[src/hw/rvx_consts.svh]
`ifndef RVX_CONSTS_SVH
`define RVX_CONSTS_SVH

// Width of one data word and one instruction word
`define RVX_XLEN 32

// Architectural registers, index 0 hardwired to zero
`define RVX_NREG 32

// Instruction FIFO entries
`define RVX_FIFO_DEPTH 8

// Scratch data memory words, addressed by the low bits of rs1 plus imm
`define RVX_DMEM_WORDS 16

// APB map. Instruction push is write-only
`define RVX_ADDR_INSTR 12'h000
// Status word holds busy in bit 0 and the FIFO count in bits 7:4
`define RVX_ADDR_STATUS 12'h004
// Register r is read at this base plus four times r
`define RVX_ADDR_REG_BASE 12'h080

`endif

[src/hw/rvx_pkg.sv]
`include "rvx_consts.svh"

// Instruction format, one 32-bit word
//   op   bits 31:28
//   rd   bits 27:23
//   rs1  bits 22:18
//   rs2  bits 17:13
//   imm  bits 12:0, sign-extended to the word width
// Opcode values 8 to 15 are not defined and execute as NOP
package rvx_pkg;

    typedef logic [`RVX_XLEN-1:0] word_t;

    // Index 0 always reads zero and ignores writes
    typedef logic [$clog2(`RVX_NREG)-1:0] reg_idx_t;

    typedef enum logic [3:0] {
        OP_NOP  = 4'h0,
        OP_ADD  = 4'h1,
        OP_SUB  = 4'h2,
        OP_AND  = 4'h3,
        OP_XOR  = 4'h4,
        OP_ADDI = 4'h5,
        OP_LW   = 4'h6,
        OP_SW   = 4'h7
    } opcode_t;

    // Where a stage's register result comes from
    typedef enum logic [1:0] {
        RES_NONE = 2'd0,
        RES_ALU  = 2'd1,
        RES_MEM  = 2'd2
    } res_src_t;

endpackage

[src/hw/rvx_apb_cmd.sv]
`timescale 1ns/1ps
`include "rvx_consts.svh"

module rvx_apb_cmd (
    input  logic               clk,
    input  logic               rst_n,
    input  logic               psel,
    input  logic               penable,
    input  logic               pwrite,
    input  logic [11:0]        paddr,
    input  rvx_pkg::word_t     pwdata,
    output rvx_pkg::word_t     prdata,
    output logic               pready,
    output logic               pslverr,
    output logic               push,
    output rvx_pkg::word_t     push_data,
    input  logic               full,
    input  logic [3:0]         count,
    input  logic               empty,
    input  logic               busy,
    output rvx_pkg::reg_idx_t  dbg_idx,
    input  rvx_pkg::word_t     dbg_data
);

    logic           is_instr;
    logic           is_status;
    logic           is_reg;
    logic           setup;
    logic           done;
    logic           err_d;
    logic           busy_bit;
    rvx_pkg::word_t rd_word;

    // Register window covers 0x080 to 0x0fc on word boundaries
    assign is_instr  = (paddr == `RVX_ADDR_INSTR);
    assign is_status = (paddr == `RVX_ADDR_STATUS);
    assign is_reg    = ((paddr & 12'hf83) == `RVX_ADDR_REG_BASE);

    // Work is still pending while the FIFO holds words or any stage is valid
    assign busy_bit = busy | ~empty;

    // Register index comes straight from the word offset in the window
    assign dbg_idx = paddr[6:2];

    // An instruction push waits in the access phase while the FIFO is full
    assign pready = psel & penable & ~(pwrite & is_instr & full);
    assign setup  = psel & ~penable;
    assign done   = psel & penable & pready;

    // Only a clean completion to the push address reaches the FIFO
    assign push      = done & pwrite & is_instr;
    assign push_data = pwdata;

    // Writes are legal only at the push address, reads only at status or registers
    assign err_d = pwrite ? ~is_instr : ~(is_status | is_reg);

    always_comb begin
        rd_word = '0;
        if (is_status) begin
            rd_word = {{(`RVX_XLEN-8){1'b0}}, count, 3'b000, busy_bit};
        end else if (is_reg) begin
            rd_word = dbg_data;
        end
    end

    // Response is captured in the setup cycle so reads finish in the first access cycle
    always_ff @(posedge clk) begin
        if (!rst_n) begin
            pslverr <= 1'b0;
        end else if (setup) begin
            pslverr <= err_d;
        end else if (done) begin
            pslverr <= 1'b0;
        end
    end

    always_ff @(posedge clk) begin
        if (setup && !pwrite) begin
            prdata <= rd_word;
        end
    end

endmodule

[src/hw/rvx_instr_fifo.sv]
`timescale 1ns/1ps
`include "rvx_consts.svh"

module rvx_instr_fifo (
    input  logic           clk,
    input  logic           rst_n,
    input  logic           push,
    input  rvx_pkg::word_t push_data,
    input  logic           pop,
    output rvx_pkg::word_t pop_data,
    output logic           full,
    output logic           empty,
    output logic [3:0]     count
);

    localparam int AW = $clog2(`RVX_FIFO_DEPTH);

    rvx_pkg::word_t mem [`RVX_FIFO_DEPTH];
    logic [AW-1:0]  wr_ptr;
    logic [AW-1:0]  rd_ptr;
    logic           do_push;
    logic           do_pop;

    // Depth is a power of two so the pointers wrap on their own
    assign do_push = push & ~full;
    assign do_pop  = pop & ~empty;

    assign full     = (count == 4'(`RVX_FIFO_DEPTH));
    assign empty    = (count == 4'd0);
    assign pop_data = mem[rd_ptr];

    always_ff @(posedge clk) begin
        if (!rst_n) begin
            wr_ptr <= '0;
            rd_ptr <= '0;
            count  <= 4'd0;
        end else begin
            if (do_push) begin
                wr_ptr <= wr_ptr + 1'b1;
            end
            if (do_pop) begin
                rd_ptr <= rd_ptr + 1'b1;
            end
            // A push and pop in the same cycle leave the count as it is
            case ({do_push, do_pop})
                2'b10:   count <= count + 4'd1;
                2'b01:   count <= count - 4'd1;
                default: count <= count;
            endcase
        end
    end

    always_ff @(posedge clk) begin
        if (do_push) begin
            mem[wr_ptr] <= push_data;
        end
    end

endmodule

[src/hw/rvx_regfile.sv]
`timescale 1ns/1ps
`include "rvx_consts.svh"

module rvx_regfile (
    input  logic              clk,
    input  logic              rst_n,
    input  rvx_pkg::reg_idx_t rs1,
    input  rvx_pkg::reg_idx_t rs2,
    input  rvx_pkg::reg_idx_t dbg_idx,
    output rvx_pkg::word_t    rs1_data,
    output rvx_pkg::word_t    rs2_data,
    output rvx_pkg::word_t    dbg_data,
    input  logic              we,
    input  rvx_pkg::reg_idx_t rd,
    input  rvx_pkg::word_t    rd_data
);

    rvx_pkg::word_t regs [`RVX_NREG];

    // Write-first read, so an ID read sees the value WB writes in the same cycle
    function automatic rvx_pkg::word_t read_port(input rvx_pkg::reg_idx_t idx);
        rvx_pkg::word_t val;
        if (idx == '0) begin
            val = '0;
        end else if (we && rd == idx) begin
            val = rd_data;
        end else begin
            val = regs[idx];
        end
        return val;
    endfunction

    always_comb begin
        rs1_data = read_port(rs1);
        rs2_data = read_port(rs2);
        dbg_data = read_port(dbg_idx);
    end

    // Register 0 is never written
    always_ff @(posedge clk) begin
        if (!rst_n) begin
            for (int i = 0; i < `RVX_NREG; i++) begin
                regs[i] <= '0;
            end
        end else if (we && rd != '0) begin
            regs[rd] <= rd_data;
        end
    end

endmodule

[src/hw/rvx_forward.sv]
`timescale 1ns/1ps

module rvx_forward (
    input  rvx_pkg::reg_idx_t rs1_ex,
    input  rvx_pkg::reg_idx_t rs2_ex,
    input  rvx_pkg::word_t    rs1_data_ex,
    input  rvx_pkg::word_t    rs2_data_ex,
    input  rvx_pkg::reg_idx_t rd_mem,
    input  logic              reg_write_mem,
    input  rvx_pkg::res_src_t res_src_mem,
    input  rvx_pkg::word_t    result_mem,
    input  rvx_pkg::reg_idx_t rd_wb,
    input  logic              reg_write_wb,
    input  rvx_pkg::word_t    rd_data_wb,
    output rvx_pkg::word_t    fwd_rs1_ex,
    output rvx_pkg::word_t    fwd_rs2_ex
);

    logic mem_ok;
    logic wb_ok;
    logic mem_fwd_a;
    logic mem_fwd_b;
    logic wb_fwd_a;
    logic wb_fwd_b;

    // A load in MEM has only issued its read, its data shows up in WB
    assign mem_ok = reg_write_mem && rd_mem != '0 && res_src_mem != rvx_pkg::RES_MEM;

    // Writes to register 0 are dropped, so they are never forwarded either
    assign wb_ok = reg_write_wb && rd_wb != '0;

    assign mem_fwd_a = mem_ok && (rd_mem == rs1_ex);
    assign mem_fwd_b = mem_ok && (rd_mem == rs2_ex);
    assign wb_fwd_a  = wb_ok && (rd_wb == rs1_ex);
    assign wb_fwd_b  = wb_ok && (rd_wb == rs2_ex);

    // MEM is the younger producer so it wins over WB
    always_comb begin
        case (1'b1)
            mem_fwd_a: fwd_rs1_ex = result_mem;
            wb_fwd_a:  fwd_rs1_ex = rd_data_wb;
            default:   fwd_rs1_ex = rs1_data_ex;
        endcase
    end

    always_comb begin
        case (1'b1)
            mem_fwd_b: fwd_rs2_ex = result_mem;
            wb_fwd_b:  fwd_rs2_ex = rd_data_wb;
            default:   fwd_rs2_ex = rs2_data_ex;
        endcase
    end

endmodule

[src/hw/rvx_core.sv]
`timescale 1ns/1ps
`include "rvx_consts.svh"

module rvx_core (
    input  logic              clk,
    input  logic              rst_n,
    input  logic              empty,
    input  rvx_pkg::word_t    pop_data,
    output logic              pop,
    output logic              busy,
    input  rvx_pkg::reg_idx_t dbg_idx,
    output rvx_pkg::word_t    dbg_data
);

    localparam int MW = $clog2(`RVX_DMEM_WORDS);

    logic                    id_valid;
    rvx_pkg::word_t          id_instr;
    rvx_pkg::opcode_t        id_op;
    rvx_pkg::reg_idx_t       id_rd, id_rs1, id_rs2;
    rvx_pkg::word_t          id_imm, id_rs1_data, id_rs2_data;
    logic                    id_use_rs1, id_use_rs2, id_store;
    rvx_pkg::res_src_t       id_res_src;
    logic                    stall;

    logic                    ex_valid, ex_reg_write, ex_store;
    rvx_pkg::res_src_t       ex_res_src;
    rvx_pkg::opcode_t        ex_op;
    rvx_pkg::reg_idx_t       ex_rd, ex_rs1, ex_rs2;
    rvx_pkg::word_t          ex_imm, ex_rs1_data, ex_rs2_data;
    rvx_pkg::word_t          ex_a, ex_b, ex_result;

    logic                    mem_valid, mem_reg_write, mem_store;
    rvx_pkg::res_src_t       mem_res_src;
    rvx_pkg::reg_idx_t       mem_rd;
    rvx_pkg::word_t          mem_result, mem_store_data;
    logic [MW-1:0]           mem_idx;
    rvx_pkg::word_t          dmem [`RVX_DMEM_WORDS];

    logic                    wb_valid, wb_reg_write;
    rvx_pkg::res_src_t       wb_res_src;
    rvx_pkg::reg_idx_t       wb_rd;
    rvx_pkg::word_t          wb_result, wb_load_data, wb_data;

    // A popped word lands in ID on the next edge
    assign pop  = ~empty & ~stall;
    assign busy = id_valid | ex_valid | mem_valid | wb_valid;

    assign id_op  = rvx_pkg::opcode_t'(id_instr[31:28]);
    assign id_rd  = id_instr[27:23];
    assign id_rs1 = id_instr[22:18];
    assign id_rs2 = id_instr[17:13];
    assign id_imm = {{(`RVX_XLEN-13){id_instr[12]}}, id_instr[12:0]};

    // Decode which source registers matter and where the result comes from
    always_comb begin
        id_use_rs1 = 1'b0;
        id_use_rs2 = 1'b0;
        id_store   = 1'b0;
        id_res_src = rvx_pkg::RES_NONE;
        case (id_op)
            rvx_pkg::OP_ADD, rvx_pkg::OP_SUB, rvx_pkg::OP_AND, rvx_pkg::OP_XOR: begin
                id_use_rs1 = 1'b1;
                id_use_rs2 = 1'b1;
                id_res_src = rvx_pkg::RES_ALU;
            end
            rvx_pkg::OP_ADDI: begin
                id_use_rs1 = 1'b1;
                id_res_src = rvx_pkg::RES_ALU;
            end
            rvx_pkg::OP_LW: begin
                id_use_rs1 = 1'b1;
                id_res_src = rvx_pkg::RES_MEM;
            end
            // Store reads rs1 for the index and rs2 for the data
            rvx_pkg::OP_SW: begin
                id_use_rs1 = 1'b1;
                id_use_rs2 = 1'b1;
                id_store   = 1'b1;
            end
            default: ;
        endcase
    end

    // Load in EX feeding ID. One bubble lets the load reach WB before the consumer hits EX
    assign stall = id_valid && ex_res_src == rvx_pkg::RES_MEM && ex_rd != '0 &&
                   ((id_use_rs1 && id_rs1 == ex_rd) || (id_use_rs2 && id_rs2 == ex_rd));

    rvx_regfile u_regfile (
        .clk      (clk),
        .rst_n    (rst_n),
        .rs1      (id_rs1),
        .rs2      (id_rs2),
        .dbg_idx  (dbg_idx),
        .rs1_data (id_rs1_data),
        .rs2_data (id_rs2_data),
        .dbg_data (dbg_data),
        .we       (wb_reg_write),
        .rd       (wb_rd),
        .rd_data  (wb_data)
    );

    rvx_forward u_forward (
        .rs1_ex        (ex_rs1),
        .rs2_ex        (ex_rs2),
        .rs1_data_ex   (ex_rs1_data),
        .rs2_data_ex   (ex_rs2_data),
        .rd_mem        (mem_rd),
        .reg_write_mem (mem_reg_write),
        .res_src_mem   (mem_res_src),
        .result_mem    (mem_result),
        .rd_wb         (wb_rd),
        .reg_write_wb  (wb_reg_write),
        .rd_data_wb    (wb_data),
        .fwd_rs1_ex    (ex_a),
        .fwd_rs2_ex    (ex_b)
    );

    // Loads, stores and NOP all use the rs1 plus imm sum
    always_comb begin
        case (ex_op)
            rvx_pkg::OP_ADD: ex_result = ex_a + ex_b;
            rvx_pkg::OP_SUB: ex_result = ex_a - ex_b;
            rvx_pkg::OP_AND: ex_result = ex_a & ex_b;
            rvx_pkg::OP_XOR: ex_result = ex_a ^ ex_b;
            default:         ex_result = ex_a + ex_imm;
        endcase
    end

    assign mem_idx = mem_result[MW-1:0];
    assign wb_data = (wb_res_src == rvx_pkg::RES_MEM) ? wb_load_data : wb_result;

    // Stage valid and control bits. A stall holds ID and sends a bubble into EX
    always_ff @(posedge clk) begin
        if (!rst_n) begin
            id_valid      <= 1'b0;
            ex_valid      <= 1'b0;
            ex_reg_write  <= 1'b0;
            ex_store      <= 1'b0;
            ex_res_src    <= rvx_pkg::RES_NONE;
            mem_valid     <= 1'b0;
            mem_reg_write <= 1'b0;
            mem_store     <= 1'b0;
            mem_res_src   <= rvx_pkg::RES_NONE;
            wb_valid      <= 1'b0;
            wb_reg_write  <= 1'b0;
            wb_res_src    <= rvx_pkg::RES_NONE;
        end else begin
            if (!stall) begin
                id_valid <= pop;
            end
            ex_valid      <= id_valid & ~stall;
            ex_reg_write  <= id_valid & ~stall & (id_res_src != rvx_pkg::RES_NONE);
            ex_store      <= id_valid & ~stall & id_store;
            ex_res_src    <= (id_valid && !stall) ? id_res_src : rvx_pkg::RES_NONE;
            mem_valid     <= ex_valid;
            mem_reg_write <= ex_reg_write;
            mem_store     <= ex_store;
            mem_res_src   <= ex_res_src;
            wb_valid      <= mem_valid;
            wb_reg_write  <= mem_reg_write;
            wb_res_src    <= mem_res_src;
        end
    end

    // Payload registers along the pipe
    always_ff @(posedge clk) begin
        if (!stall) begin
            id_instr <= pop_data;
        end
        ex_op          <= id_op;
        ex_rd          <= id_rd;
        ex_rs1         <= id_rs1;
        ex_rs2         <= id_rs2;
        ex_imm         <= id_imm;
        ex_rs1_data    <= id_rs1_data;
        ex_rs2_data    <= id_rs2_data;
        mem_rd         <= ex_rd;
        mem_result     <= ex_result;
        mem_store_data <= ex_b;
        wb_rd          <= mem_rd;
        wb_result      <= mem_result;
        // Synchronous read issued in MEM, data valid in WB
        wb_load_data   <= dmem[mem_idx];
    end

    always_ff @(posedge clk) begin
        if (!rst_n) begin
            for (int i = 0; i < `RVX_DMEM_WORDS; i++) begin
                dmem[i] <= '0;
            end
        end else if (mem_store) begin
            dmem[mem_idx] <= mem_store_data;
        end
    end

endmodule

[src/hw/rvx_top.sv]
`timescale 1ns/1ps

module rvx_top (
    input  logic           clk,
    input  logic           rst_n,
    input  logic           psel,
    input  logic           penable,
    input  logic           pwrite,
    input  logic [11:0]    paddr,
    input  rvx_pkg::word_t pwdata,
    output rvx_pkg::word_t prdata,
    output logic           pready,
    output logic           pslverr
);

    logic              push;
    logic              pop;
    logic              full;
    logic              empty;
    logic              busy;
    logic [3:0]        count;
    rvx_pkg::word_t    push_data;
    rvx_pkg::word_t    pop_data;
    rvx_pkg::word_t    dbg_data;
    rvx_pkg::reg_idx_t dbg_idx;

    // APB slave feeds the FIFO and reads registers through the core's debug port
    rvx_apb_cmd u_apb_cmd (
        .clk       (clk),
        .rst_n     (rst_n),
        .psel      (psel),
        .penable   (penable),
        .pwrite    (pwrite),
        .paddr     (paddr),
        .pwdata    (pwdata),
        .prdata    (prdata),
        .pready    (pready),
        .pslverr   (pslverr),
        .push      (push),
        .push_data (push_data),
        .full      (full),
        .count     (count),
        .empty     (empty),
        .busy      (busy),
        .dbg_idx   (dbg_idx),
        .dbg_data  (dbg_data)
    );

    rvx_instr_fifo u_instr_fifo (
        .clk       (clk),
        .rst_n     (rst_n),
        .push      (push),
        .push_data (push_data),
        .pop       (pop),
        .pop_data  (pop_data),
        .full      (full),
        .empty     (empty),
        .count     (count)
    );

    // Core drains the FIFO one word per cycle unless a load-use stall holds it
    rvx_core u_core (
        .clk      (clk),
        .rst_n    (rst_n),
        .empty    (empty),
        .pop_data (pop_data),
        .pop      (pop),
        .busy     (busy),
        .dbg_idx  (dbg_idx),
        .dbg_data (dbg_data)
    );

endmodule

[config.mk]
export PLATFORM = sky130hd
export DESIGN_NAME = rvx_top
export DESIGN_NICKNAME = d
export VERILOG_FILES = /design/src/hw/rvx_pkg.sv /design/src/hw/rvx_apb_cmd.sv /design/src/hw/rvx_instr_fifo.sv /design/src/hw/rvx_regfile.sv /design/src/hw/rvx_forward.sv /design/src/hw/rvx_core.sv /design/src/hw/rvx_top.sv
export VERILOG_INCLUDE_DIRS = /design/src /design/src/hw
export SDC_FILE = /design/constraint.sdc
export NUM_CORES = 2
export LEC_CHECK = 0
export ABC_CLOCK_PERIOD_IN_PS = 7200
export BUFFER_PORTS_ARGS = -buffer_cell sky130_fd_sc_hd__buf_2
export CAP_MARGIN = 20
export CORE_MARGIN = 5
export CORE_UTILIZATION = 55
export CTS_CLUSTER_SIZE = 40
export DETAILED_ROUTE_END_ITERATION = 10
export PLACE_DENSITY_LB_ADDON = 0.25
export SETUP_SLACK_MARGIN = 0.05
export SLEW_MARGIN = 20
export SYNTH_ARGS = -nofsm -noshare
export SYNTH_HDL_FRONTEND = slang
export SYNTH_SLANG_ARGS = --single-unit
[constraint.sdc]
create_clock -name clk -period 7.2 [get_ports clk]
set_input_delay 0.36 -clock clk [delete_from_list [all_inputs] [get_ports clk]]
set_output_delay 0.36 -clock clk [all_outputs]
set_load 0.05 [all_outputs]
==> impl_metrics.json <==
{
  "grt_pass1_wl_mm": 510.4,
  "avgSynthCellArea_um2": 14.92,
  "crit_arrival_ns": 7.29,
  "firstDrtPassIters": 7,
  "dp_hpwl_mm": 205.4,
  "synth_top_area_cell": "edfxtp_1",
  "criticalPathCategory": "flop to flop",
  "status": "finished clean",
  "rsz0062_at_grt": "false",
  "cp-start-kind": "flop",
  "swShare_pct": 23.33,
  "die_w_um": 450.9,
  "cts-buffers-inserted": 213,
  "clockRootBuffer": "clkbuf_16",
  "netlist.area_leader.share_pct": 52.13,
  "cts_sinks": 2116,
  "grt_pass1_vias": 70074,
  "io_pins": 83,
  "ys_dominant_reg_cell": "edfxtp_1",
  "final_nets": 7190,
  "maxCapViolCount": 0,
  "largest_reg_flops": 1024,
  "dpl-instance-area_um2": 110900,
  "whs_endpoint": "u_instr_fifo.wr_ptr[1]",
  "cts_setup_buffers": 0,
  "fin_cells": 9785,
  "coreArea_um2": 193000,
  "end_kind": "flop",
  "worstRegToRegCells": 20,
  "postSynthCellCount": 7165,
  "syn-cell-area_um2": 106900,
  "start_util_pct": 55.40,
  "h-tree-depth": 4,
  "clkTransAtPathRegs_ns": 0.07,
  "r2r_end": "u_core.mem_result[31]",
  "combPwrFrac_pct": 6.7,
  "yosysSeqAreaShare_pct": 57.00,
  "ir_worst_vdd_uv": 309.6,
  "post_drt_wl_per_cell_um": 36.95,
  "drv_slew": 0,
  "areaGrowthSynthToFinish_pct": 10.47,
  "synth_area_leaders": "edfxtp_1 (52%), mux4_2 (23%), dfxtp_1 (4.9%)",
  "min_delay_path_depth": 5,
  "drive_above_1_share_pct": 27.06,
  "yosysWarnings": 0,
  "clock_skew_ns": 0.03501,
  "p_switching_mw": 6.219,
  "tns_ns": 0,
  "cp.required_ns": 7.99,
  "dieArea_um2": 203300,
  "clock_latency_ns": 0.90,
  "first_iter_violations": 12605,
  "ys_ff_latch": 2116,
  "synth_common_cells": "edfxtp_1 (1856), nor2_1 (1178), mux4_2 (1078)",
  "pwr_density_cell_nw_per_um2": 225.8,
  "track_usage_pct": 35.19,
  "grt_max_degree": 104,
  "ctsLongestPathBuffers": 3,
  "viasPerCell": 7.263,
  "ys_types": 83,
  "regMostFlops": "u_core.u_regfile.regs",
  "path_max_fanout": 26,
  "slew_headroom_pct": 13.76,
  "dp.cells": 9340,
  "grt-ovfl-total": 0,
  "num_rows": 161,
  "yosysMostFrequentCell": "edfxtp_1",
  "leakagePower_nw": 41.32,
  "ant_nets": 0,
  "worst_hold_path_type": "input port to flop",
  "worst_pin_slew_ns": 1.280,
  "cts_tree": "yes",
  "synth_edf_count": 1856,
  "seqPwrFrac_pct": 52.4,
  "ctsResizeCount": 0,
  "setup_viol": 0,
  "cts_hold_buf": 37,
  "p_int_mw": 20.44,
  "max_clock_freq_ghz": 0.1539,
  "portBuffers": 82,
  "vias": 71070,
  "antenna_found_initial": 17,
  "reg2reg_slack_ns": 0.70,
  "hold_ws_ns": 0.07707,
  "die_h_um": 450.9,
  "final_area_um2": 118100,
  "min-delay-start": "pwrite",
  "clockPowerShare_pct": 40.9,
  "drt_wl_total_mm": 361.5,
  "place.gp.congestion": 0.9232,
  "top_regs": "u_core.u_regfile.regs x1024, u_core.dmem x512, u_instr_fifo.mem x256",
  "fin_crit_sh_pct": 90.27,
  "drc": 0,
  "finalHoldViolCount": 0,
  "finalCriticalPeriod_ns": 6.500,
  "reg2reg_from": "u_core.wb_rd[3]",
  "async_flop_share_pct": 0
}
## power groups by stage
stage	combinational (mW)	sequential [mW]	clock [mW]
2_1_floorplan	1.09	14.1	0
4_1_cts	1.75	13.9	10.9
6_report	1.80	14.0	10.9
3_5_place_dp	1.72	14.2	0
5_1_grt	1.83	14.0	11.5
3_3_place_gp	1.71	14.2	0
## cells by family after synthesis
kind of cell / Yosys count / share of synthesized area (%)
and+or+nand+nor: 2193 / 9.589
DFF: 2116 / 57.00
muxes: 1300 / 24.91
buffers and inverters: 703 / 2.509
AOI/OAI and AO/OA: 673 / 4.246
xor gates and xnor gates: 105 / 0.8602
adders and majority gates: 74 / 0.8801
other: 1 / 0.003508
## worst max-delay path by stage
stage / from / to / slack, ns / cells after the start
6_report: u_core.wb_rd[3] / u_core.mem_result[31] / 0.70 / 20
5_1_grt: u_core.wb_rd[1] / u_core.mem_result[31] / 0.27 / 21
4_1_cts: u_core.wb_rd[2] / u_core.mem_result[31] / 0.83 / 20
3_5_place_dp: u_core.wb_rd[3] / u_core.mem_result[31] / 0.85 / 20
3_3_place_gp: u_core.wb_rd[2] / u_core.mem_result[31] / 0.88 / 20
2_1_floorplan: u_core.wb_rd[2] / u_core.mem_result[31] / 1.56 / 24
## per-stage QoR
step                      utilization (%)  power, mW  worst slack [ns]
final                               61.20      26.66            0.7003
after CTS                           61.18      26.62            0.8261
after global routing                61.19      27.29            0.2660
after global placement              57.47      15.88            0.8815
after floorplan                         -      15.17             1.564
after detailed placement            57.48      15.93            0.8539
## worst max-delay path, cell delays in order (launching register included)
cell and delay (ns):
dfxtp_1 0.49, or3_4 0.48, o311a_4 0.45, nand2_1 0.33
buf_4 0.28, a21oi_1 0.09, o21ai_0 0.51, xnor2_1 0.19
nor2_1 0.06, a221oi_1 0.36, ha_1 0.30, nor2b_1 0.13
o21a_1 0.17, o21ai_0 0.29, a211oi_1 0.21, o31ai_1 0.67
o31ai_1 0.28, a311o_1 0.47, a31o_2 0.27, and3_1 0.17
o31ai_1 0.21
## routing by layer
layer / share of wire (%) / global-route usage (%) / up-vias
met5: 0.037 / 0.3788 / -
met4: 6.7 / 19.42 / 10
met3: 14 / 11.17 / 1350
met2: 45 / 52.24 / 5991
met1: 34 / 46.52 / 36036
li1: - / - / 27683
## layout make-up
cell class	instances	area [µm²]
Clock inverter	102	887.1
Multi-Input combinational cell	4377	44440
Inverter	21	80.08
Fill cell	14170	74880
Sequential cell	2116	60960
Antenna cell	11	27.53
Timing Repair Buffer	338	2665
Tap cell	2526	3161
Clock buffer	294	5888
## cells in the final DEF (no fill, tap or decap), types with 37 or more instances in the layout
| cell type | count |
|---|---|
| a211oi_1 | 143 |
| a21oi_1 | 115 |
| a221oi_1 | 42 |
| a22oi_1 | 40 |
| and2_1 | 524 |
| buf_2 | 77 |
| buf_4 | 205 |
| clkbuf_1 | 59 |
| clkbuf_16 | 216 |
| dfxtp_1 | 253 |
| dlygate4sd3_1 | 37 |
| edfxtp_1 | 1856 |
| ha_1 | 72 |
| mux2_2 | 90 |
| mux2i_1 | 100 |
| mux4_2 | 1078 |
| nand2_1 | 173 |
| nand2_2 | 38 |
| nor2_1 | 1159 |
| nor2b_1 | 53 |
| o21ai_0 | 141 |
| xnor2_1 | 51 |
| xor2_1 | 54 |
No activity file was read; power rests on OpenSTA's default activity.
